### config.mk
export PLATFORM = sky130hd
export DESIGN_NAME = csi_rx_align_byte
export DESIGN_NICKNAME = d
export VERILOG_FILES = /design/src/csi_pkg.sv /design/src/csi_rx_align_byte.sv
export SDC_FILE = /design/constraint.sdc
export NUM_CORES = 1
export LEC_CHECK = 0
export BUFFER_PORTS_ARGS = -buffer_cell sky130_fd_sc_hd__buf_2
export CAP_MARGIN = 40
export CORE_AREA = 2 2 50 52
export CTS_BUF_LIST = sky130_fd_sc_hd__clkbuf_16
export DETAILED_ROUTE_END_ITERATION = 10
export DIE_AREA = 0 0 52 54
export GPL_ROUTABILITY_DRIVEN = 0
export PLACE_DENSITY = 0.86
export SYNTH_ARGS = -nofsm -noshare
export SYNTH_HDL_FRONTEND = slang
export SYNTH_SLANG_ARGS = --single-unit
### constraint.sdc
create_clock -name byte_clock -period 2.8 [get_ports byte_clock]
set_clock_uncertainty 0.1 [all_clocks]
set_input_delay 0.14 -clock byte_clock [delete_from_list [all_inputs] [get_ports byte_clock]]
set_output_delay 0.14 -clock byte_clock [all_outputs]
set_load 0.05 [all_outputs]
### src/csi_pkg.sv
`default_nettype none

// ---------------------------------------------------------------------------
// shared constants and types for the two-lane csi receive path
// ---------------------------------------------------------------------------
package csi_pkg;

   // lane count
   localparam int NUM_LANES = 2;         // data lanes in this receiver

   // payload start marker as seen on the wire, lsb first
   localparam logic [7:0] SYNC_BYTE = 8'hB8;

   // line buffer geometry
   localparam int LANE_WORDS = 32;       // words owned by one lane
   localparam int BUF_AW     = 6;        // spans NUM_LANES * LANE_WORDS

   // one buffer word, first received byte sits in [7:0]
   typedef logic [15:0] buf_word_t;

endpackage

`default_nettype wire

### src/csi_rx_align_byte.sv
`timescale 1ns/1ps
`default_nettype none

// finds the sync byte at any bit offset and emits bytes at that offset
module csi_rx_align_byte
   import csi_pkg::*;
(
   input  logic       byte_clock,
   input  logic       rst,              // sync, active high
   input  logic       enable,           // low clears lock like rst
   input  logic [7:0] deser_out,        // raw byte from phy
   output logic [7:0] aligned_byte,     // byte at locked offset
   output logic       byte_valid,       // aligned_byte holds payload
   output logic       locked            // sync seen, offset fixed
);

   logic [15:0] window;                 // [7:0] older byte, [15:8] newer
   logic [2:0]  offset;                 // locked bit offset into window
   logic [2:0]  hit_offset;             // lowest offset matching sync
   logic        hit;                    // sync found somewhere in window

   // ------------------------------------------------------------------------
   // two-byte window in arrival order
   // ------------------------------------------------------------------------
   always_ff @(posedge byte_clock) begin
      window <= {deser_out, window[15:8]};  // shift by one byte
   end

   // search all eight offsets, walk down so the lowest match wins
   always_comb begin
      hit        = 1'b0;
      hit_offset = '0;
      for (int k = 7; k >= 0; k--) begin
         if (window[k +: 8] == SYNC_BYTE) begin
            hit        = 1'b1;
            hit_offset = 3'(k);
         end
      end
   end

   // ------------------------------------------------------------------------
   // lock state
   // ------------------------------------------------------------------------
   always_ff @(posedge byte_clock) begin
      if (rst || !enable) begin
         locked     <= 1'b0;
         byte_valid <= 1'b0;
         offset     <= '0;
      end else if (!locked) begin
         byte_valid <= 1'b0;            // sync byte itself is swallowed
         if (hit) begin
            locked <= 1'b1;
            offset <= hit_offset;
         end
      end else begin
         byte_valid <= 1'b1;            // one payload byte every cycle once locked
      end
   end

   // registered output, one cycle behind the window that holds the byte
   always_ff @(posedge byte_clock) begin
      aligned_byte <= window[offset +: 8];
   end

endmodule

`default_nettype wire

==> impl_metrics.tcl <==
set metrics [dict create \
    grtUsageTotal 0.2147 \
    numCtsBuffers 5 \
    status "finished clean" \
    hpwl_mm 1.748 \
    grt_pass1_vias 979 \
    ff2ff_setup_slack_ns 1.01 \
    chipWidth_um 52 \
    die_area_mm2 0.002808 \
    grt_setup_unrepaired "false" \
    period_needed_ns 1.793 \
    grt_max_degree 17 \
    cts_tree "yes" \
    htreeDepth 2 \
    fin_nets 155 \
    layout-drive-gt1-share 0.3034 \
    grt_first_pass_wirelength_mm 4.160 \
    worstSkewPairLatency_ns 0.27 \
    yosysUniqueCellTypes 32 \
    avgSynthCellArea_um2 11.15 \
    io_buffer_count 20 \
    whs_ns 0.06371 \
    fin_crit_sh 0.6402 \
    path_class "flop to flop" \
    synth_warnings 0 \
    tns_ns 0 \
    synthCells 114 \
    wl_met2_mm 1.344 \
    slew_violations 0 \
    synth_fp_nets 125 \
    cts_sinks 29 \
    vias 997 \
    initial_core_util 0.5480 \
    power_leakage_nw 0.6527 \
    antenna_cells 0 \
    wl_per_cell_um 14.82 \
    top_layer "met4" \
    synth-seq-area-share 0.4567 \
    finalPower_mw 1.141 \
    met1Wirelength_mm 1.029 \
    netlist_area_mm2 0.001271 \
    crit_fanout 16 \
    clk_pin_slew_ns 0.05 \
    drv_cap 0 \
    min-delay-path-class "input pin to flop" \
    cp-start-kind "flop" \
    dr_wl_met3_um 156 \
    power_density_mw_per_mm2 701.7 \
    route.detailed.drc 0 \
    fmax_ghz 0.5578 \
    hold_violations 0 \
    clockBufferDepth 2 \
    antenna_found_initial 0 \
    fp.dieH_um 54 \
    arrival_ns 1.86 \
    firstDrtPassIters 4 \
    critPathMaxStageDelay_ns 0.71 \
    via_per_inst 5.697 \
    power.ir.vdd_worst_mv 0.7218 \
    ys_seq_elements 29 \
    drtIter0Drc 26 \
    syn_to_final_growth_pct 27.85 \
    grt_overflow 0 \
    maxSlewHeadroom 0.5827 \
    tightest_slew_ns 0.6251 \
    ctsRootBufferMaster "clkbuf_16" \
    required_ns 2.87 \
    fp-row-count 18 \
    ant_nets 0 \
    cp-end-kind "flop" \
    drt_wl_total_mm 2.593 \
    setup_violations 0 \
    cts_setup_buffers 0 \
    cp_slowest_cell "dfxtp_1" \
    core_region_area_mm2 0.002320 \
    crit_chain "mux2_1 -> mux2i_1 -> nor2_1 -> a31o_1" \
    io_pins 21 \
]
state kept, by name, summed over array words and instances (netlist names):
signal / flops
byte_valid: 1
offset: 3
locked: 1
aligned_byte: 8
window: 16
cells in the mapped netlist:
cell type / number / area share
a21oi_1: 8 / 0.031
and4bb_1: 6 / 0.059
a41oi_2: 1 / 0.013
buf_6: 1 / 0.0089
o21a_1: 1 / 0.0059
mux2_1: 2 / 0.018
a22o_1: 1 / 0.0069
buf_2: 3 / 0.012
a31oi_1: 2 / 0.0098
inv_1: 4 / 0.012
and4_1: 1 / 0.0069
o211ai_1: 1 / 0.0059
o21ai_4: 1 / 0.013
o2111ai_2: 1 / 0.012
nand2_1: 12 / 0.035
mux2i_1: 5 / 0.039
a211oi_1: 1 / 0.0059
nor2_1: 7 / 0.021
inv_2: 1 / 0.0029
a32o_2: 1 / 0.0089
mux4_2: 3 / 0.053
o21ai_1: 6 / 0.024
o21ai_2: 2 / 0.014
buf_1: 1 / 0.0029
mux4_1: 2 / 0.041
and2b_2: 1 / 0.0069
nand2b_2: 1 / 0.0069
nor3_1: 1 / 0.0039
and4bb_2: 5 / 0.049
a31o_1: 1 / 0.0069
o21ai_0: 2 / 0.0079
dfxtp_1: 29 / 0.46
layout make-up:
cell class / count / area, um^2
fill: 178 / 694.4
clock inverter: 3 / 41.29
multi-input combinational: 75 / 641.9
tap: 30 / 37.54
sequential: 29 / 580.6
clock buffer: 5 / 125.1
inverter: 5 / 18.77
timing repair buffer: 28 / 180.2
where the power goes:
group | switching (mW) | internal [mW]
registers | 0.0219 | 0.435
clock network | 0.175 | 0.415
logic | 0.0528 | 0.0410
total | 0.250 | 0.890
cells by family (layout without fill, tap and decap cells):
family | count (synthesis) | after routing | synth area share
mux | 12 | 12 | 0.1516
simple gates | 34 | 34 | 0.1890
buf+inv | 10 | 41 | 0.03837
compound gates | 29 | 29 | 0.1644
flops | 29 | 29 | 0.4567
repair_timing:
item	in CTS	in global routing
hold buffers	8	0
gates resized for setup	0	0
endpoints found under the hold margin	8	0
stage by stage:
stage / instances / utilization / worst slack, ns / instance area (um^2)
finish: 175 / 0.7006 / 1.007 / 1625
global route: 175 / 0.7006 / 0.8634 / 1625
CTS: 175 / 0.7006 / 1.010 / 1625
detailed placement: 159 / 0.5944 / 1.023 / 1379
global placement: 159 / 0.5944 / 1.099 / 1379
floorplan: 114 / - / 1.336 / 1271
routing by layer:
layer / up-vias / global-route usage
met5: - / 0
met4: 0 / 0.1228
met3: 8 / 0.08056
met2: 30 / 0.3966
met1: 471 / 0.2031
li1: 488 / -
cells in the final DEF, fill, tap and decap left out, types with 3 or more instances in the layout:
cell | netlist | routed
a21oi_1 | 8 | 8
and4bb_1 | 6 | 6
and4bb_2 | 5 | 5
buf_2 | 3 | 20
clkbuf_16 | 0 | 5
dfxtp_1 | 29 | 29
dlygate4sd3_1 | 0 | 8
inv_1 | 4 | 4
mux2i_1 | 5 | 5
mux4_2 | 3 | 3
nand2_1 | 12 | 12
nor2_1 | 7 | 7
o21ai_1 | 6 | 6
final timing paths:
path,startpoint,endpoint,cells after the start
hold / removal,enable,byte_valid,3
hold reg to reg,window[15],window[7],0
setup / recovery,offset[1],aligned_byte[4],4
setup reg to reg,offset[1],aligned_byte[4],4
worst max-delay path, delay by kind of cell (launching register included):
family             cells  cell delay [ns]
AOI/OAI and AO/OA      1             0.19
DFF                    1             0.71
muxes                  2             0.61
and+or+nand+nor        1             0.07
Power figures use the tool's default switching activity.
