## src/csi_pkg.sv

```systemverilog
`default_nettype none

// ---------------------------------------------------------------------------
// shared constants and types for the two-lane csi receive path
// ---------------------------------------------------------------------------
package csi_pkg;

   // lane count
   localparam int NUM_LANES = 2;         // data lanes in this receiver

   // payload start marker as seen on the wire, lsb first
   localparam logic [7:0] SYNC_BYTE = 8'hB8;

   // line buffer geometry
   localparam int LANE_WORDS = 32;       // words owned by one lane
   localparam int BUF_AW     = 6;        // spans NUM_LANES * LANE_WORDS

   // one buffer word, first received byte sits in [7:0]
   typedef logic [15:0] buf_word_t;

endpackage

`default_nettype wire

```

## src/csi_line_buf.sv

```systemverilog
`timescale 1ns/1ps
`default_nettype none

// line buffer, one write port and one registered read port
module csi_line_buf
   import csi_pkg::*;
(
   input  logic              byte_clock,
   input  logic              wr_en,
   input  logic [BUF_AW-1:0] wr_addr,
   input  buf_word_t         wr_data,
   input  logic [BUF_AW-1:0] rd_addr,
   output buf_word_t         rd_data    // one cycle after rd_addr
);

   localparam int DEPTH = NUM_LANES * LANE_WORDS;  // lane regions back to back

   buf_word_t mem [DEPTH];

   always_ff @(posedge byte_clock) begin
      if (wr_en) mem[wr_addr] <= wr_data;  // granted lane's word
   end

   always_ff @(posedge byte_clock) begin
      rd_data <= mem[rd_addr];
   end

endmodule

`default_nettype wire

```

## config.mk

```make
export PLATFORM = sky130hd
export DESIGN_NAME = csi_line_buf
export DESIGN_NICKNAME = d
export VERILOG_FILES = /design/src/csi_pkg.sv /design/src/csi_line_buf.sv
export SDC_FILE = /design/constraint.sdc
export NUM_CORES = 1
export LEC_CHECK = 0
export BUFFER_PORTS_ARGS = -buffer_cell sky130_fd_sc_hd__clkbuf_2
export CAP_MARGIN = 20
export CORE_UTILIZATION = 35
export CTS_CLUSTER_DIAMETER = 50
export CTS_CLUSTER_SIZE = 16
export DETAILED_ROUTE_END_ITERATION = 7
export HOLD_SLACK_MARGIN = 0.1
export PLACE_DENSITY = 0.58
export SYNTH_ARGS = -nofsm -noshare
export SYNTH_HDL_FRONTEND = slang
export SYNTH_SLANG_ARGS = --single-unit
```

## constraint.sdc

```tcl
create_clock -name byte_clock -period 3.02 [get_ports byte_clock]
set_input_delay 0.604 -clock byte_clock [delete_from_list [all_inputs] [get_ports byte_clock]]
set_output_delay 0.604 -clock byte_clock [all_outputs]
set_load 0.01 [all_outputs]
```

==> flow_summary.yaml, run 1 <==
floorplan:
  fp.dieW_microns: 340
  start_util: 0.354
  core_sq_mm: 0.113
  num_io_pins: 46
  row_count: 123
  dieArea_sq_mm: 0.116
  die_h_microns: 340
sta:
  skew_ps: 56.1
  hold_violations: 0
  report.final.slew_viol_count: 0
  setup_slack_ps: 856
  rsz0062_at_grt: "no"
  worstMarginPinSlew_ps: 1090
  setup_viol: 0
  relSlewSlack: 0.270
  min_period_over_period: 0.717
  timing.fmax_ghz: 0.462
  tns_ps: 0
  min_period_ps: 2160
synthesis:
  synthTopCellsByArea: "edfxtp_1 (77%), mux4_2 (12%), mux2i_1 (2.1%), dfxtp_1 (0.80%), mux2_2 (0.76%)"
  synth_edf_count: 1024
  synth_seq_cells: 1040
  synth_area_sq_mm: 0.0400
  yosys.area.top_type: "edfxtp_1"
  synth_top_area_frac: 0.768
  synthFlopType: "edfxtp_1"
  ys.warnings.count: 0
  ys_async_sr_fraction: 0
  ys_seq_area_frac: 0.776
  synthesis.instances: 1829
  synth_cell_types: 43
  synth_nets: 1859
  syn_area_per_cell_sq_um: 21.9
clock_tree:
  post_cts_buffers: 0
  cts-root-buf: "clkbuf_16"
  clkLatencyLatePin_ps: 700
  cts_sinks: 1040
  post_cts_resize_count: 0
  numCtsBuffers: 103
  cts_tree: "done"
  htree_levels: 3
  clkTransAtPathRegs_ps: 70
  hold_buffers: 0
  clockBufferDepth: 3
finish:
  final_common_cell: "edfxtp_1"
  finalNonFillerCells: 3667
  nets: 2107
  final_cell_mix: "edfxtp_1 (1024), mux4_2 (220), buf_4 (172), clkbuf_16 (105), mux2i_1 (85)"
  drive_gt1_frac: 0.316
  areaGrowthSynthToFinish_pct: 17.3
critical_path:
  start_kind: "input pin"
  path_buf_inv: 4
  crit_chain: "clkbuf_8 -> buf_12 -> buf_4 -> mux2i_1 -> a221oi_1 -> a221oi_1 -> buf_4 -> a311oi_1"
  worstPathRequired_ps: 3610
  r2r_setup_slack_ps: 980
  end_kind: "flip-flop"
  reg2reg_depth: 6
  cp.depth: 8
  cpMaxStageDelayCell: "a221oi_1"
  path_class: "input pin to flip-flop"
  rr_startpoint: "mem[23][13]$_DFFE_PP_"
  reg2reg_to: "rd_data[13]$_DFF_P_"
  crit_path_start: "rd_addr[2]"
  timing.critical_path.to: "rd_data[3]$_DFF_P_"
  max_stage_delay_ps: 590
  crit_path_max_fanout: 41
  cp_top_family: "buffers and inverters"
  critPathArrivalTime_ps: 2750
hold_path:
  hp-class: "input pin to flip-flop"
power:
  powerDensity_mw_per_mm2: 661
  p_leak_nw: 15.0
  vdd_drop_max_uv: 476
grt:
  grt_pass1_wl_mm: 144
  grt_start_max_net_pins: 65
  grt_remaining_overflow: 0
  antenna_found_initial: 5
  track_usage: 0.173
  grt_pass1_vias: 19800
route:
  drtIter0Drc: 1948
  post_drt_wl_per_cell_microns: 27.3
  postRouteAntennaNets: 0
  first_pass_iters: 5
  drc: 0
  wl_mm: 100
  via_per_inst: 5.39
  vias: 19800
place:
  dp_cells: 3469
  pre_cts_ws_ps: 142
  gp_congestion: 0.813
  portBuffers: 45
  place_hpwl_mm: 62.3
run:
  maxCapViolations: 0
status:
  status: "completed"
## cell usage after synthesis (6+ instances only)
cell type / number
a22oi_1: 39
clkbuf_1: 24
a211oi_1: 8
edfxtp_1: 1024
nor2_1: 72
nand2_1: 59
mux2i_1: 85
mux2_2: 27
dfxtp_1: 16
a22o_1: 6
a31oi_1: 8
mux4_2: 220
buf_2: 36
buf_6: 17
a211o_1: 8
a21oi_1: 17
a221o_1: 6
a221oi_1: 16
buf_4: 13
nor2b_1: 30
nand4_1: 12
a311oi_1: 8
nand3_1: 24
## stage by stage
step	total power, W	cell area, sq um	hold slack, ps	util
finish	0.0311	47000	385	0.416
global route	0.0319	47000	376	0.416
CTS	0.0313	46900	498	0.415
detailed placement	0.0180	43300	907	0.383
global placement	0.0180	43300	886	0.383
floorplan	0.0172	40000	703	-
## metal layers
metal | GRT usage | part of all wire | wire length [microns]
met2 | 0.276 | 0.48 | 47700
met5 | 0 | 0.00013 | 13
met1 | 0.247 | 0.43 | 42700
met4 | 0.0441 | 0.021 | 2150
met3 | 0.0287 | 0.076 | 7650
## power breakdown
group	total [W]	leakage [nW]	internal (W)	switching (W)
Combinational	0.00164	3.94	0.000639	0.00100
Clock	0.0134	1.74	0.00757	0.00583
Sequential	0.0160	9.35	0.0160	0.0000510
## worst min-delay path by stage
stage                    startpoint                    to  slack [ps]  cells past startpoint
6_report                 wr_data[2]  mem[27][2]$_DFFE_PP_         380                      1
5_1_grt                  wr_data[2]   mem[3][2]$_DFFE_PP_         380                      1
4_1_cts                  wr_addr[1]  mem[51][7]$_DFFE_PP_         500                      3
3_5_place_dp   mem[56][2]$_DFFE_PP_    rd_data[2]$_DFF_P_         910                      5
3_3_place_gp   mem[36][4]$_DFFE_PP_    rd_data[4]$_DFF_P_         890                      3
2_1_floorplan            wr_data[0]   mem[0][0]$_DFFE_PP_         700                      0
## kinds of logic after synthesis
kind of cell | after synthesis | synth area share
flip-flops | 1040 | 0.776
AND/OR/NAND/NOR | 220 | 0.0265
AO/OA/AOI/OAI | 129 | 0.0241
buffers and inverters | 104 | 0.0183
multiplexers | 336 | 0.155
## state kept, by name (all words and copies together), names as in the netlist
name and flops:
rd_data 16, mem 1024
## layout make-up
class | count | area [sq um]
Clock buffer | 115 | 2700
Timing Repair Buffer | 247 | 2140
Tap cell | 1500 | 1880
Fill cell | 9799 | 66000
Antenna cell | 1 | 2.50
Sequential cell | 1040 | 31100
Multi-Input combinational cell | 685 | 8250
Clock inverter | 79 | 936
No activity file was read; power rests on OpenSTA's default activity.
==> inputs of run 2 (changes only) <==
PLACE_DENSITY = 0.6   (was 0.58)
clock period = 1.7 ns   (was 3.02 ns; I/O delays follow)
==> run 2 against run 1 <==
  * The flow now finishes with violations (negative setup slack)
  * Critical endpoint is now rd_data[10]$_DFF_P_
  * Highest routed layer is now met4
  * Clock power grew 63%
  * Combinational power grew 100%
  * Worst hold slack lost 250 ps
==> flow_summary.yaml, run 2 (synthesized netlist as in run 1, its figures left out) <==
place:
  portBuffers: 45
  placed_cell_area_sq_mm: 0.0455
  place_hpwl_mm: 62.7
  gp_congestion: 0.878
  pre_cts_ws_ps: -894
sta:
  rsz0062_at_grt: "yes"
  whs_ps: 138
  min_period_over_period: 1.13
  min_period_ps: 1920
  relSlewSlack: 0.420
  hold_violations: 0
  skew_ps: 41.7
  tns_ps: -1720
  worstMarginPinSlew_ps: 866
  report.final.slew_viol_count: 0
  setup_slack_ps: -218
  timing.fmax_ghz: 0.521
  setup_viol: 16
critical_path:
  crit_path_max_fanout: 1
  critPathArrivalTime_ps: 2490
  crit_chain: "mux4_2 -> mux2_4 -> nand2_4 -> nand4_1 -> buf_4 -> and4_1"
  max_stage_delay_ps: 490
  worstPathRequired_ps: 2270
  path_class: "flip-flop to flip-flop"
  cpMaxStageDelayCell: "mux4_2"
  end_kind: "flip-flop"
  cp_top_family: "multiplexers"
  path_buf_inv: 1
  start_kind: "flip-flop"
clock_tree:
  htree_levels: 3
  clkLatencyLatePin_ps: 680
  clkTransAtPathRegs_ps: 70
  cts_tree: "done"
  hold_buffers: 0
  numCtsBuffers: 96
  clockBufferDepth: 3
  cts-root-buf: "clkbuf_16"
  cts_sinks: 1040
finish:
  nets: 2192
  largest_reg_flops: 1024
  final_common_cell: "edfxtp_1"
  final_area_sq_mm: 0.0490
  final_cell_mix: "edfxtp_1 (1024), mux4_2 (220), buf_4 (176), buf_12 (116), clkbuf_16 (97)"
  largest_register: "mem"
  top_regs: "mem x1024, rd_data x16"
  areaGrowthSynthToFinish_pct: 22.4
  fillers: 9591
  drive_gt1_frac: 0.385
power:
  vdd_drop_max_uv: 771
  p_leak_nw: 15.7
  power.switching_w: 0.0119
  clkPwrFrac: 0.407
  internal_power_w: 0.0418
  powerDensity_mw_per_mm2: 1100
  power_frac_comb: 0.062
  seqPwrFrac: 0.530
  sw_frac_of_total: 0.222
floorplan:
  start_util: 0.354
  dieArea_sq_mm: 0.116
  row_count: 123
  fp.dieW_microns: 340
  num_io_pins: 46
  die_h_microns: 340
  core_sq_mm: 0.113
route:
  drc: 0
  vias: 19700
  post_drt_wl_per_cell_microns: 26.8
  first_pass_iters: 7
  drtIter0Drc: 2114
  wl_mm: 100
  via_per_inst: 5.28
  postRouteAntennaNets: 0
grt:
  grt_pass1_wl_mm: 146
  grt_pass1_vias: 20400
  grt_start_max_net_pins: 65
  grt_remaining_overflow: 0
  antenna_found_initial: 4
  track_usage: 0.173
status:
  failed_checks: "negative setup slack"
  status: "finished, violations left"
hold_path:
  hp-class: "input pin to flip-flop"
run:
  maxCapViolations: 0
==> run 2: final cells by class <==
| cell class | instances | area [sq um] | share of cell area |
|---|---|---|---|
| repair buffers | 339 | 3950 | 0.0806 |
| clock inverters | 61 | 707 | 0.0144 |
| well taps | 1500 | 1880 | 0.0383 |
| clock buffers | 109 | 2480 | 0.0507 |
| flip-flops and latches | 1040 | 31100 | 0.634 |
| multi-input cells | 685 | 8890 | 0.181 |
| diodes | 3 | 7.51 | 0.000153 |
==> run 2: metrics by stage <==
step | power (W) | utilization | cells
floorplan | 0.0305 | - | 1829
CTS | 0.0541 | 0.433 | 3735
detailed placement | 0.0323 | 0.403 | 3564
finish | 0.0538 | 0.434 | 3737
global route | 0.0553 | 0.434 | 3734
global placement | 0.0323 | 0.403 | 3564
==> run 2: timing repair <==
| item | in CTS | in global routing |
|---|---|---|
| gates cloned | 1 | 0 |
| gates resized for setup | 44 | 20 |
| buffers inserted | 3 | 0 |
| endpoints found under the hold margin | 0 | 0 |
| setup endpoints to repair | 20 | 22 |
| pin swaps | 33 | 9 |
==> run 2: worst paths after layout <==
kind                         start  slack (ps)  depth (start not counted)                   end
max          mem[31][10]$_DFFE_PP_        -220                          6   rd_data[10]$_DFF_P_
min                     wr_data[5]         140                          1  mem[12][5]$_DFFE_PP_
max reg2reg  mem[31][10]$_DFFE_PP_        -220                          6   rd_data[10]$_DFF_P_
min reg2reg    mem[3][2]$_DFFE_PP_         890                          4    rd_data[2]$_DFF_P_
==> run 2: power by group through the flow <==
stage	Sequential [W]	Clock, W	Combinational (W)
after floorplan	0.0290	0	0.00154
after global placement	0.0291	0	0.00322
after detailed placement	0.0291	0	0.00327
after CTS	0.0285	0.0223	0.00336
after global routing	0.0285	0.0232	0.00354
final	0.0285	0.0219	0.00336
==> run 2: worst register-to-register path: stages, from the launching register on <==
cell      delay [ps]
edfxtp_1         350
mux4_2           490
mux2_4           310
nand2_4           70
nand4_1          220
buf_4            230
and4_1           170
==> run 2: layer usage <==
layer / wire length [microns] / vias up / global-route usage
met5: 0 / - / 0
met4: 1870 / 0 / 0.0369
met3: 7210 / 130 / 0.0366
met2: 47300 / 660 / 0.273
met1: 43700 / 10600 / 0.248
li1: - / 8371 / -
==> inputs of run 3 (changes only) <==
CTS_BUF_LIST = sky130_fd_sc_hd__clkbuf_16   (was default)
==> run 3 against run 2 <==
  * The run still ends with negative setup slack left
  * Core utilization about the same
  * Non-clock buffer count unchanged
  * First-iteration DRC count decreased by 1.3%
  * Clock skew increased by 2.9 ps
  * Flip-flop and latch count unchanged
  * Final area about the same
  * Critical path type unchanged
  * Critical endpoint unchanged
  * Largest power group unchanged
  * Highest routed layer unchanged
==> flow_summary.yaml, run 3 (synthesized netlist as in run 1, its figures left out) <==
status:
  status: "finished, violations left"
  failed_checks: "negative setup slack"
power:
  powerDensity_mw_per_mm2: 1100
  power_w: 0.0537
  p_leak_nw: 15.7
  vdd_drop_max_uv: 771
grt:
  grt_pass1_wl_mm: 146
  antenna_found_initial: 4
  grt_remaining_overflow: 0
  grt_pass1_vias: 20400
  track_usage: 0.173
  grt_start_max_net_pins: 65
critical_path:
  crit_path_start: "mem[31][10]$_DFFE_PP_"
  timing.critical_path.to: "rd_data[10]$_DFF_P_"
  worstPathRequired_ps: 2270
  critPathArrivalTime_ps: 2510
  reg2reg_to: "rd_data[10]$_DFF_P_"
  end_kind: "flip-flop"
  path_class: "flip-flop to flip-flop"
  rr_startpoint: "mem[31][10]$_DFFE_PP_"
  r2r_setup_slack_ps: -230
  crit_path_max_fanout: 1
  start_kind: "flip-flop"
  reg2reg_depth: 6
route:
  wl_met3_mm: 7.51
  drc: 0
  drtIter0Drc: 2087
  postRouteAntennaNets: 0
  via_per_inst: 5.29
  met2WireLength_mm: 47.4
  wl_mm: 100
  post_drt_wl_per_cell_microns: 26.8
  wl_met1_mm: 43.5
  first_pass_iters: 5
  vias: 19800
  top_layer: "met4"
place:
  pre_cts_ws_ps: -894
  gp_congestion: 0.878
  portBuffers: 45
  placed_cell_area_sq_mm: 0.0455
  place_hpwl_mm: 62.7
clock_tree:
  hold_buffers: 0
  clkLatencyLatePin_ps: 680
  cts_tree: "done"
  cts-root-buf: "clkbuf_16"
  clkTransAtPathRegs_ps: 70
  numCtsBuffers: 96
  cts_sinks: 1040
  clockBufferDepth: 3
  htree_levels: 3
finish:
  final_cell_mix: "edfxtp_1 (1024), mux4_2 (220), buf_4 (176), buf_12 (116), clkbuf_16 (97)"
  drive_gt1_frac: 0.385
  largest_reg_flops: 1024
  top_regs: "mem x1024, rd_data x16"
  fillers: 9595
  multi_input_area_sq_mm: 0.00889
  final_common_cell: "edfxtp_1"
  nets: 2192
  areaGrowthSynthToFinish_pct: 22.3
  largest_register: "mem"
  final_area_sq_mm: 0.0490
  register_area_sq_mm: 0.0311
sta:
  whs_ps: 140
  relSlewSlack: 0.422
  setup_slack_ps: -233
  timing.fmax_ghz: 0.517
  rsz0062_at_grt: "yes"
  min_period_ps: 1930
  hold_violations: 0
  report.final.slew_viol_count: 0
  setup_viol: 16
  skew_ps: 44.6
  min_period_over_period: 1.14
  worstMarginPinSlew_ps: 865
floorplan:
  row_count: 123
  dieArea_sq_mm: 0.116
  start_util: 0.354
  fp.dieW_microns: 340
  die_h_microns: 340
  core_sq_mm: 0.113
  num_io_pins: 46
hold_path:
  hp-class: "input pin to flip-flop"
run:
  maxCapViolations: 0
==> run 3: cell count changes in the layout (fill, tap and decap cells not counted) <==
cell,delta
clkbuf_1,-11
inv_1,+11
diode_2,-2
clkbuf_8,-1
clkinv_1,+1
==> run 3: what timing repair did <==
| item | 4_1_cts | 5_1_grt |
|---|---|---|
| gates cloned | 1 | 0 |
| setup buffers | 3 | 0 |
| gates resized for setup | 44 | 20 |
| setup endpoints to repair | 20 | 22 |
| pin swaps | 33 | 9 |
==> run 3: power breakdown <==
| group | internal, W | switching [W] |
|---|---|---|
| clock | 0.0119 | 0.00989 |
| sequential | 0.0284 | 0.000148 |
| combinational | 0.00143 | 0.00192 |
| total | 0.0417 | 0.0120 |
==> run 3: how the worst min path moves through the flow <==
stage                             start              endpoint  cells after the start
floorplan                    wr_data[0]   mem[0][0]$_DFFE_PP_                      0
global placement    rd_data[14]$_DFF_P_           rd_data[14]                      1
detailed placement  rd_data[14]$_DFF_P_           rd_data[14]                      1
CTS                          wr_data[5]  mem[12][5]$_DFFE_PP_                      1
global route                 wr_data[5]  mem[12][5]$_DFFE_PP_                      1
finish                       wr_data[5]  mem[12][5]$_DFFE_PP_                      1
==> run 3: worst max-delay path: stages, from the launching register on <==
cell	delay (ps)
edfxtp_1	350
mux4_2	490
mux2_4	310
nand2_4	70
nand4_1	230
buf_4	230
and4_1	170
==> run 3: layout make-up <==
cell class                      instances  area share
Clock inverter                         73      0.0154
Sequential cell                      1040       0.635
Multi-Input combinational cell        685       0.182
Clock buffer                           97      0.0496
Timing Repair Buffer                  339      0.0806
Tap cell                             1500      0.0383
Antenna cell                            1   0.0000511
==> run 3: per-stage QoR <==
| step | util | instances | setup TNS, ps |
|---|---|---|---|
| after floorplan | - | 1829 | -106290 |
| after global placement | 0.403 | 3564 | -38850 |
| after detailed placement | 0.403 | 3564 | -40790 |
| after CTS | 0.433 | 3735 | -1720 |
| after global routing | 0.434 | 3734 | -2530 |
| final | 0.434 | 3735 | -1760 |
==> run 3: routing by layer <==
metal,global-route usage,up-vias
met1,0.248,10600
met5,0,-
met3,0.0366,135
met4,0.0369,0
li1,-,8372
met2,0.273,704
