--- config.mk ---
export PLATFORM = sky130hd
export DESIGN_NAME = csi_lane_writer_flat
export DESIGN_NICKNAME = d
export VERILOG_FILES = /design/src/csi_pkg.sv /design/src/buf_wr_if.sv /design/src/csi_lane_writer.sv /design/src/flat_wrapper.sv
export SDC_FILE = /design/constraint.sdc
export NUM_CORES = 1
export LEC_CHECK = 0
export BUFFER_PORTS_ARGS = -buffer_cell sky130_fd_sc_hd__buf_2
export CORE_AREA = 2 2 79 81
export DETAILED_ROUTE_END_ITERATION = 6
export DIE_AREA = 0 0 81 83
export PLACE_DENSITY_LB_ADDON = 0.05
export SETUP_SLACK_MARGIN = 0.3
export SKIP_CTS_REPAIR_TIMING = 1
export SLEW_MARGIN = 15
export SYNTH_ARGS = -nofsm -noshare
export SYNTH_HDL_FRONTEND = slang
export SYNTH_SLANG_ARGS = --single-unit
--- constraint.sdc ---
create_clock -name byte_clock -period 2.6 [get_ports byte_clock]
set_input_delay 0.52 -clock byte_clock [delete_from_list [all_inputs] [get_ports byte_clock]]
set_output_delay 0.52 -clock byte_clock [all_outputs]
set_load 0.02 [all_outputs]
--- src/csi_pkg.sv ---
`default_nettype none

// ---------------------------------------------------------------------------
// shared constants and types for the two-lane csi receive path
// ---------------------------------------------------------------------------
package csi_pkg;

   // lane count
   localparam int NUM_LANES = 2;         // data lanes in this receiver

   // payload start marker as seen on the wire, lsb first
   localparam logic [7:0] SYNC_BYTE = 8'hB8;

   // line buffer geometry
   localparam int LANE_WORDS = 32;       // words owned by one lane
   localparam int BUF_AW     = 6;        // spans NUM_LANES * LANE_WORDS

   // one buffer word, first received byte sits in [7:0]
   typedef logic [15:0] buf_word_t;

endpackage

`default_nettype wire

--- src/buf_wr_if.sv ---
`timescale 1ns/1ps
`default_nettype none

// one lane's write request into the shared line buffer
interface buf_wr_if
   import csi_pkg::*;
();

   logic              req;              // word pending, held until gnt
   logic              gnt;              // write happens in this cycle
   logic [BUF_AW-1:0] addr;             // stable while req waits
   buf_word_t         data;             // stable while req waits

   // lane writer side
   modport master  (output req, output addr, output data, input gnt);

   // arbiter side
   modport arbiter (input req, input addr, input data, output gnt);

endinterface

`default_nettype wire

--- src/csi_lane_writer.sv ---
`timescale 1ns/1ps
`default_nettype none

// packs aligned byte pairs into buffer words for one lane
module csi_lane_writer
   import csi_pkg::*;
#(
   parameter int LANE = 0               // lane index, picks the buffer region
) (
   input  logic       byte_clock,
   input  logic       rst,
   input  logic       enable,           // low restarts the capture
   input  logic [7:0] aligned_byte,
   input  logic       byte_valid,
   input  logic       locked,           // aligner lock, pairing restarts when low
   buf_wr_if.master   wr,               // request towards the arbiter
   output logic       capture_done,     // all LANE_WORDS words written
   output logic       overflow          // sticky, a word was dropped
);

   localparam logic [BUF_AW-1:0] BASE  = BUF_AW'(LANE * LANE_WORDS);
   localparam int                CNT_W = $clog2(LANE_WORDS) + 1;

   logic [7:0]       low_byte;          // first byte of the pair
   logic             half;              // low_byte holds a byte
   logic [CNT_W-1:0] word_cnt;          // words issued so far
   logic             full;              // no more words for this capture
   logic             take;              // accept a byte this cycle
   logic             pair_done;         // second byte of a pair arrives
   logic             stuck;             // pending word still waits for gnt

   assign full      = (word_cnt == CNT_W'(LANE_WORDS));
   assign take      = byte_valid && locked && !full;  // bytes after done ignored
   assign pair_done = take && half;
   assign stuck     = wr.req && !wr.gnt;

   // ------------------------------------------------------------------------
   // control
   // ------------------------------------------------------------------------
   always_ff @(posedge byte_clock) begin
      if (rst || !enable) begin
         half         <= 1'b0;
         word_cnt     <= '0;
         wr.req       <= 1'b0;
         capture_done <= 1'b0;
         overflow     <= 1'b0;
      end else begin
         if (!locked) half <= 1'b0;
         else if (take) half <= !half;  // toggles per accepted byte

         if (wr.req && wr.gnt) wr.req <= 1'b0;  // written this cycle
         if (pair_done) begin
            if (stuck) begin
               overflow <= 1'b1;        // new word dropped
            end else begin
               wr.req   <= 1'b1;        // rises the cycle after the pair
               word_cnt <= word_cnt + 1'b1;
            end
         end

         // last issued word granted
         if (wr.req && wr.gnt && full) capture_done <= 1'b1;
      end
   end

   // ------------------------------------------------------------------------
   // payload, no reset
   // ------------------------------------------------------------------------
   always_ff @(posedge byte_clock) begin
      if (take && !half) low_byte <= aligned_byte;
      if (pair_done && !stuck) begin
         wr.data <= {aligned_byte, low_byte};      // first byte in low half
         wr.addr <= BASE + BUF_AW'(word_cnt);      // region base plus count
      end
   end

endmodule

`default_nettype wire

--- src/flat_wrapper.sv ---
// flat-port wrapper written by rule: the top's interface ports become plain ports
module csi_lane_writer_flat import csi_pkg::*;
#(
   parameter int LANE = 0                                                     
)
  (byte_clock, rst, enable, aligned_byte, byte_valid, locked, capture_done, overflow, wr_req, wr_addr, wr_data, wr_gnt);
  buf_wr_if wr_i ();
  input  logic byte_clock;
  input  logic rst;
  input  logic enable;
  input  logic [7:0] aligned_byte;
  input  logic byte_valid;
  input  logic locked;
  output logic capture_done;
  output logic overflow;
  output wire logic [$bits(wr_i.req)-1:0] wr_req;
  output wire logic [$bits(wr_i.addr)-1:0] wr_addr;
  output wire logic [$bits(wr_i.data)-1:0] wr_data;
  input wire logic [$bits(wr_i.gnt)-1:0] wr_gnt;
  assign wr_req = wr_i.req;
  assign wr_addr = wr_i.addr;
  assign wr_data = wr_i.data;
  assign wr_i.gnt = wr_gnt;
  csi_lane_writer #(.LANE(LANE)) u_core (.byte_clock(byte_clock), .rst(rst), .enable(enable), .aligned_byte(aligned_byte), .byte_valid(byte_valid), .locked(locked), .wr(wr_i), .capture_done(capture_done), .overflow(overflow));
endmodule
==> results.txt, run 1 <==
----------------------------------------------------
[Worst setup path]
  Kind of capture point of the worst setup path ... flop
  Worst EP arrival ... approximately 1700 ps
  Category of the most critical setup path ... reg2reg
  Start point of the critical path ... u_core.word_cnt[0]$_SDFFE_PP0P_
  Source of the worst register-to-register timing path ... u_core.word_cnt[0]$_SDFFE_PP0P_
  Data required time of the worst path ... 2590 ps
  Critical path startpoint category ... flop
  Largest fanout of any net on the critical path ... 8

[Die]
  Placeable Area ... 0.005816 mm²
  Boundary Pins ... 39
  Cell row count ... 28
  Chip Height ... 83 µm
  Starting density of the core ... 0.2418
  Floorplan die area ... 0.006723 mm²
  Chip Width ... 81 µm

[Power]
  Pwr Density ... 620.1 mW/mm²
  P_leak ... approximately 0.67 nW
  Worst IR drop on VDD ... roughly 0.16 mV

[STA]
  Slew margin rel. ... 0.7383
  Sum of negative setup slack ... 0 ps
  Setup repair after global routing missed its margin ... no
  Hold Fails Final Rpt ... 0
  Clock period minus worst slack ... 1687 ps
  Final setup violation count ... 0
  Clk_skew ... between 1.5 and 2 ps
  Final slew viol count ... 0
  Upper clock frequency limit ... 0.5927 GHz
  Tcrit/Tclk final ... 0.6489
  Worst slew pin tran ... 389.0 ps

[Global routing]
  Pin count of the biggest net entering global routing ... 13
  Via count of the first global-routing pass ... 794
  Total gr overflow ... 0
  Wire length of the first global-routing pass ... 3864 µm
  Global routing usage summed across all routing layers ... 0.07797
  Number of antenna violations at the first check in global routing ... 0

[Hold path]
  Worst min-delay path category ... reg2reg
  Startpoint of the most critical hold path ... u_core.low_byte[5]$_DFFE_PP_

[Final layout]
  Layout cells sized above 1 ... 0.3926
  Number of nets in the finished design ... 150
  Final design utilization ... 0.3081
  Diode insertion count for antenna repair ... 0
  Relative area change from synthesis to final layout ... 27.40%

[Placement]
  Estimated wirelength of the detail-placed design ... approximately 1800 µm
  Buffers on Ports ... 38
  GP Congestion ... ~0.73

[Detailed routing]
  Number of detailed-routing iterations run before antenna repair ... 4
  Starting DRT DRC Count ... 37
  Total routed wirelength ... 2432 µm
  Vias/cell ... 4.014
  Final routed wire length divided by cell count ... 11.58 µm
  Remaining number of nets flagged by the antenna check after routing ... 0
  Total via count after detailed routing ... around 840
  Drt drc ... 0

[Synthesis]
  Number of unique standard cell types used by synthesis ... 28
  Top-area cell type share of the netlist area ... 0.6406
  Biggest area consumer among synthesized cells ... edfxtp_1
  Synth warn ... 0
  Post-Synthesis Mean Instance Area ... between 15 and 20 µm²
  Summed instance area of the synthesized netlist ... 0.001406 mm²
  Count of state elements after synthesis ... 40
  Seq/Total Area, Yosys ... 0.7829
  Biggest area contributors in the synthesized netlist ... edfxtp_1, dfxtp_1, xnor2_1
  Syn Nets ... 103
  Count of mapped cells out of synthesis ... 87

[Clock tree]
  Later-pin clock latency in the skew report ... 280 ps
  Root Driver ... clkbuf_8
  CTS H-tree lvls ... 2
  Num CTS Buffers ... 5
  Clock input transition at the sequential cells of the worst setup and hold paths ... around 70 ps
  Bufs on Longest Clock Path ... 2
  TritonCTS clock tree ... done
  Clock Sink Count ... 40

[Status]
  Result of the run ... finished clean

[Run]
  Number of max-cap violations ... 0

----------------------------------------------------
state kept, by name (all words and copies together) (netlist names):
| register | count |
|---|---|
| u_core.word_cnt | 6 |
| u_core.wr.req | 1 |
| u_core.capture_done | 1 |
| u_core.overflow | 1 |
| u_core.wr.data | 16 |
| u_core.half | 1 |
| u_core.low_byte | 8 |
| u_core.wr.addr | 6 |
power by group:
| part | total, mW | switching (mW) | internal (mW) | leakage, nW |
|---|---|---|---|---|
| clock | 0.385 | 0.203 | 0.182 | 0.0453 |
| combinational | 0.0318 | 0.0185 | 0.0133 | 0.273 |
| sequential | 0.694 | 0.00197 | 0.692 | 0.357 |
| total | 1.11 | 0.223 | 0.888 | 0.675 |
cell usage in the layout (no fill, tap or decap), types with 2 or more instances in the layout:
| master | count |
|---|---|
| buf_2 | 38 |
| edfxtp_1 | 30 |
| dfxtp_1 | 10 |
| nor2_1 | 7 |
| nand2_1 | 5 |
| clkbuf_8 | 5 |
| xnor2_1 | 4 |
| inv_1 | 3 |
| buf_4 | 3 |
| nand2b_1 | 2 |
| o21ai_2 | 2 |
| nor2b_1 | 2 |
| a21oi_1 | 2 |
| nand3_1 | 2 |
| ha_1 | 2 |
| clkinv_2 | 2 |
metrics by stage:
stage / instances / area [µm²] / setup WS (ps) / total power [mW] / hold WS [ps]
after floorplan: 87 / 1406 / 700.0 / 0.7215 / 400.3
after global placement: 202 / 1709 / 933.6 / 0.7412 / 403.2
after detailed placement: 202 / 1709 / 898.1 / 0.7415 / 404.5
after CTS: 210 / 1792 / 882.2 / 1.129 / 409.4
after global routing: 210 / 1792 / 777.6 / 1.171 / 404.7
final: 210 / 1792 / 912.9 / 1.111 / 420.8
cell usage after synthesis:
library cell and number:
inv_1 3, nand4_1 1, o31ai_1 1, a31oi_1 1, edfxtp_1 30, o211ai_4 1
xnor2_1 4, nand2b_1 2, o21ai_0 1, nor2_1 7, nor4b_1 1, dfxtp_1 10
or3_4 1, nor3_1 1, nor4_1 1, or3_1 1, nand2_1 5, ha_1 2
and3_1 1, o21ai_2 2, xor2_1 1, a21oi_1 2, mux2i_1 1, nor2b_1 2
and3_2 1, and2_1 1, nand3_1 2, buf_1 1
path summary, 6_finish.rpt:
kind	endpoint	slack, ps	cells past startpoint
min reg2reg	u_core.wr.data[5]$_DFFE_PP_	420	0
min	u_core.wr.data[5]$_DFFE_PP_	420	0
max reg2reg	u_core.low_byte[1]$_DFFE_PP_	910	6
max	u_core.low_byte[1]$_DFFE_PP_	910	6
routing by layer:
| layer | wire, µm | vias to the layer above | part of all wire | track usage |
|---|---|---|---|---|
| li1 | - | 408 | - | - |
| met4 | 63 | 0 | 0.026 | 0.04622 |
| met3 | 187 | 7 | 0.077 | 0.03370 |
| met5 | 0 | - | 0 | 0 |
| met2 | 1086 | 29 | 0.45 | 0.1134 |
| met1 | 1095 | 399 | 0.45 | 0.09425 |
cell type report:
cell class | count | area [µm²]
clock buffer | 5 | 68.82
clock inverter | 3 | 13.76
fill | 601 | 4024
inverter | 3 | 11.26
multi-input combinational | 43 | 290.3
sequential | 40 | 1101
tap | 75 | 93.84
timing repair buffer | 41 | 212.7
logic make-up after synthesis:
group	Yosys count	share of synthesized area
AND/OR/NAND/NOR	27	0.1023
buffers and inverters	4	0.01067
AO/OA/AOI/OAI	8	0.04805
multiplexers	1	0.007118
flip-flops	40	0.7829
XOR/XNOR	5	0.03114
adder cells (fa/ha/maj)	2	0.01779
critical path, cell delays in order, from the launching register on:
cell and delay (ps):
dfxtp_1 400, inv_1 90, ha_1 190, nand2_1 200, nor2_1 110, nor3_1 190
buf_4 210
Note: power is estimated with default switching activity, not from simulation.
==> run 2, diff against run 1 <==
Settings changed: ABC_AREA from default to 1, CORE_AREA 2 2 79 81 to 2 2 80 82, DIE_AREA 0 0 81 83 to 0 0 82 84.
Clock period 2.6 ns to 1.4 ns, I/O delays scaled along.
==> run 2 against run 1 <==
Area after synthesis rose by 5.0%. Combinational power rose by 130%. Critical endpoint is now u_core.wr.data[12]$_DFFE_PP_. Register-to-register slack got worse by 820 ps. Die area rose by 2.5%. Critical path type unchanged. Routed wire length rose by 10%.
==> results.txt, run 2 <==
----------------------------------------------------
[Final layout]
  Largest regs ... u_core.wr.data: 16 flops, u_core.low_byte: 8 flops
  Number of nets in the finished design ... 183 (+22%)
  Layout cells sized above 1 ... 0.4940 (+0.1015)
  Leading cell types in the layout, fill and taps excluded ... edfxtp_1, buf_2, nor2_1
  Largest register FFs ... 16 (unchanged)
  Final Cell Area ... 0.002141 mm² (+19%)
  Most flop-heavy register ... u_core.wr.data
  Sequential cell area ... 0.001105 mm² (+0.34%)
  Relative area change from synthesis to final layout ... 45.00%
  Number of fill cells in the layout ... 605 (+0.67%)
  Most common library cell in the layout ignoring fill and taps ... edfxtp_1
  Diode insertion count for antenna repair ... 0 (unchanged)
  Final Non-Filler Cells ... 245 (+17%)
  Combined area of the multi-input logic cells ... 394.1 µm² (+36%)

[Clock tree]
  TritonCTS clock tree ... done
  Num CTS Buffers ... 5 (unchanged)
  Clock input transition at the sequential cells of the worst setup and hold paths ... 80 ps (about the same)
  Root Driver ... clkbuf_8
  Clock Sink Count ... 40 (unchanged)
  CTS H-tree lvls ... 2 (unchanged)
  Bufs on Longest Clock Path ... 2 (unchanged)
  Later-pin clock latency in the skew report ... 280 ps (about the same)

[STA]
  Setup repair after global routing missed its margin ... yes
  Upper clock frequency limit ... 0.7666 GHz (+29%)
  Tcrit/Tclk final ... 0.9317 (+0.2829)
  Sum of negative setup slack ... 0 ps (unchanged)
  Worst slew pin tran ... 313.3 ps (-75.68 ps)
  Final slew viol count ... 0 (unchanged)
  Clock period minus worst slack ... 1304 ps (-382.6 ps)
  Clk_skew ... 4.196 ps (+2.217 ps)
  Slew margin rel. ... 0.7909 (+0.05256)
  Hold Fails Final Rpt ... 0 (unchanged)
  Final setup violation count ... 0 (unchanged)

[Worst setup path]
  Data required time of the worst path ... 1390 ps (-1200 ps)
  Largest fanout of any net on the critical path ... 22 (+14)
  Critical path cell sequence ... inv_2 > ha_4 > nand2_4 > inv_2 > nand3_4 > nand4_4 > clkinv_8
  Delay of the slowest critical-path stage ... 340 ps (-60 ps)
  Cell with the biggest individual delay on the critical path ... dfxtp_2
  Kind of capture point of the worst setup path ... flop
  R2r setup slk ... 100 ps (-820 ps)
  Critical path's most frequent cell ... inv_2
  Top delay family on crit path ... flip-flops
  Category of the most critical setup path ... reg2reg
  Critical path startpoint category ... flop
  Worst EP arrival ... 1300 ps (-380 ps)
  Crit path buf inv count ... 3 (+1)

[Die]
  Cell row count ... 29 (+3.6%)
  Chip Width ... 82 µm (+1.2%)
  Placeable Area ... 0.006096 mm² (+4.8%)
  Starting density of the core ... 0.2422 (+0.0003759)
  Chip Height ... 84 µm (+1.2%)
  Boundary Pins ... 39 (unchanged)
  Floorplan die area ... 0.006888 mm² (+2.5%)

[Synthesis]
  EDFF count, synth ... 30 (unchanged)
  Summed instance area of the synthesized netlist ... 0.001476 mm² (+5.0%)
  Synth warn ... 0 (unchanged)
  Syn Nets ... 125 (+21%)
  Count of state elements after synthesis ... 40 (unchanged)
  Biggest area contributors in the synthesized netlist ... edfxtp_1, dfxtp_1, nand2_1
  Asr flop ratio synth ... 0 (unchanged)
  Most common flop cell mapped by yosys ... edfxtp_1
  Number of unique standard cell types used by synthesis ... 20 (-29%)
  Biggest area consumer among synthesized cells ... edfxtp_1
  Count of mapped cells out of synthesis ... 109 (+25%)
  Top-area cell type share of the netlist area ... 0.6102 (-0.03040)
  Post-Synthesis Mean Instance Area ... 13.55 µm² (-16%)
  Seq/Total Area, Yosys ... 0.7458 (-0.03716)
  Most frequent cell after synthesis ... edfxtp_1
  Most used standard cells in the synthesized netlist ... edfxtp_1, nand2_1, nor2_1, dfxtp_1, inv_1

[Placement]
  GP Congestion ... 0.6735 (-8.3%)
  Estimated wirelength of the detail-placed design ... 1984 µm (+12%)
  Buffers on Ports ... 38 (unchanged)
  Post-detailed-placement cell area ... 0.001882 mm² (+10%)
  Number of cells in the design after placement ... 235 (+16%)

[Detailed routing]
  Total via count after detailed routing ... 936 (+11%)
  Final routed wire length divided by cell count ... 10.94 µm (-5.5%)
  Number of detailed-routing iterations run before antenna repair ... 4 (unchanged)
  Remaining number of nets flagged by the antenna check after routing ... 0 (unchanged)
  Starting DRT DRC Count ... 32 (-14%)
  Drt drc ... 0 (unchanged)
  Total routed wirelength ... 2681 µm (+10%)
  Vias/cell ... 3.820 (-4.8%)

[Power]
  Net switching power ... 0.4237 mW (+90%)
  Switching share of total power ... 0.1869 (-0.01423)
  Pwr Total ... 2.267 mW (+100%)
  Internal power consumption ... 1.844 mW (+110%)
  Clock network power share ... 0.400 (+0.054)
  Combinational cell fraction of total power ... 0.032 (+0.003)
  P_leak ... 0.8276 nW (+23%)
  Worst IR drop on VDD ... 0.3920 mV (+140%)
  Pwr Density ... 1059 mW/mm² (+71%)
  Sequential cell fraction of total power ... 0.568 (-0.057)

[Global routing]
  Number of antenna violations at the first check in global routing ... 0 (unchanged)
  Via count of the first global-routing pass ... 900 (+13%)
  Total gr overflow ... 0 (unchanged)
  Global routing usage summed across all routing layers ... 0.08790 (+0.009928)
  Pin count of the biggest net entering global routing ... 23 (+10)
  Wire length of the first global-routing pass ... 4436 µm (+15%)

[Run]
  Number of max-cap violations ... 0 (unchanged)

[Hold path]
  Worst min-delay path category ... in2reg

[Status]
  Result of the run ... finished clean

----------------------------------------------------
[run 2: metrics by stage]
stage	hold slack [ps]	setup WS [ps]	utilization
finish	185.5	95.57	0.3512
global route	167.6	12.97	0.3512
CTS	171.4	6.535	0.3264
detailed placement	406.2	18.64	0.3087
global placement	401.8	58.58	0.3087
floorplan	378.9	64.61	-
[run 2: area by class of cell]
cell class | instances | share of cell area
clock buffers | 6 | 0.03390
clock inverters | 2 | 0.01636
inverters | 11 | 0.02513
multi-input cells | 58 | 0.1841
flip-flops and latches | 40 | 0.5161
well taps | 77 | 0.04500
repair buffers | 51 | 0.1794
[run 2: cells by family after synthesis]
kind of cell,share of synthesized area
AND/OR/NAND/NOR,0.1966
flip-flops,0.7458
buffers and inverters,0.02796
AO/OA/AOI/OAI,0.01271
adder cells (fa/ha/maj),0.01695
[run 2: layer usage]
metal | share of wire | vias to the layer above | GRT usage | wire length, µm
li1 | - | 478 | - | -
met1 | 0.41 | 427 | 0.1029 | 1109
met2 | 0.51 | 26 | 0.1404 | 1371
met3 | 0.055 | 5 | 0.03247 | 148
met4 | 0.019 | 0 | 0.04091 | 51
met5 | 0 | - | 0 | 0
[run 2: power by group through the flow]
stage               Clock [mW]  Sequential [mW]  Combinational [mW]
floorplan                    0             1.32              0.0273
global placement             0             1.31              0.0636
detailed placement           0             1.31              0.0652
CTS                      0.947             1.29              0.0655
global route              1.00             1.29              0.0802
finish                   0.908             1.29              0.0720
[run 2: worst paths after layout]
kind	start	endpoint	cells past startpoint
worst min register to register	u_core.low_byte[4]$_DFFE_PP_	u_core.wr.data[4]$_DFFE_PP_	0
worst max-delay path	u_core.word_cnt[1]$_SDFFE_PP0P_	u_core.wr.data[12]$_DFFE_PP_	7
worst min-delay path	aligned_byte[3]	u_core.wr.data[11]$_DFFE_PP_	1
worst max register to register	u_core.word_cnt[1]$_SDFFE_PP0P_	u_core.wr.data[12]$_DFFE_PP_	7
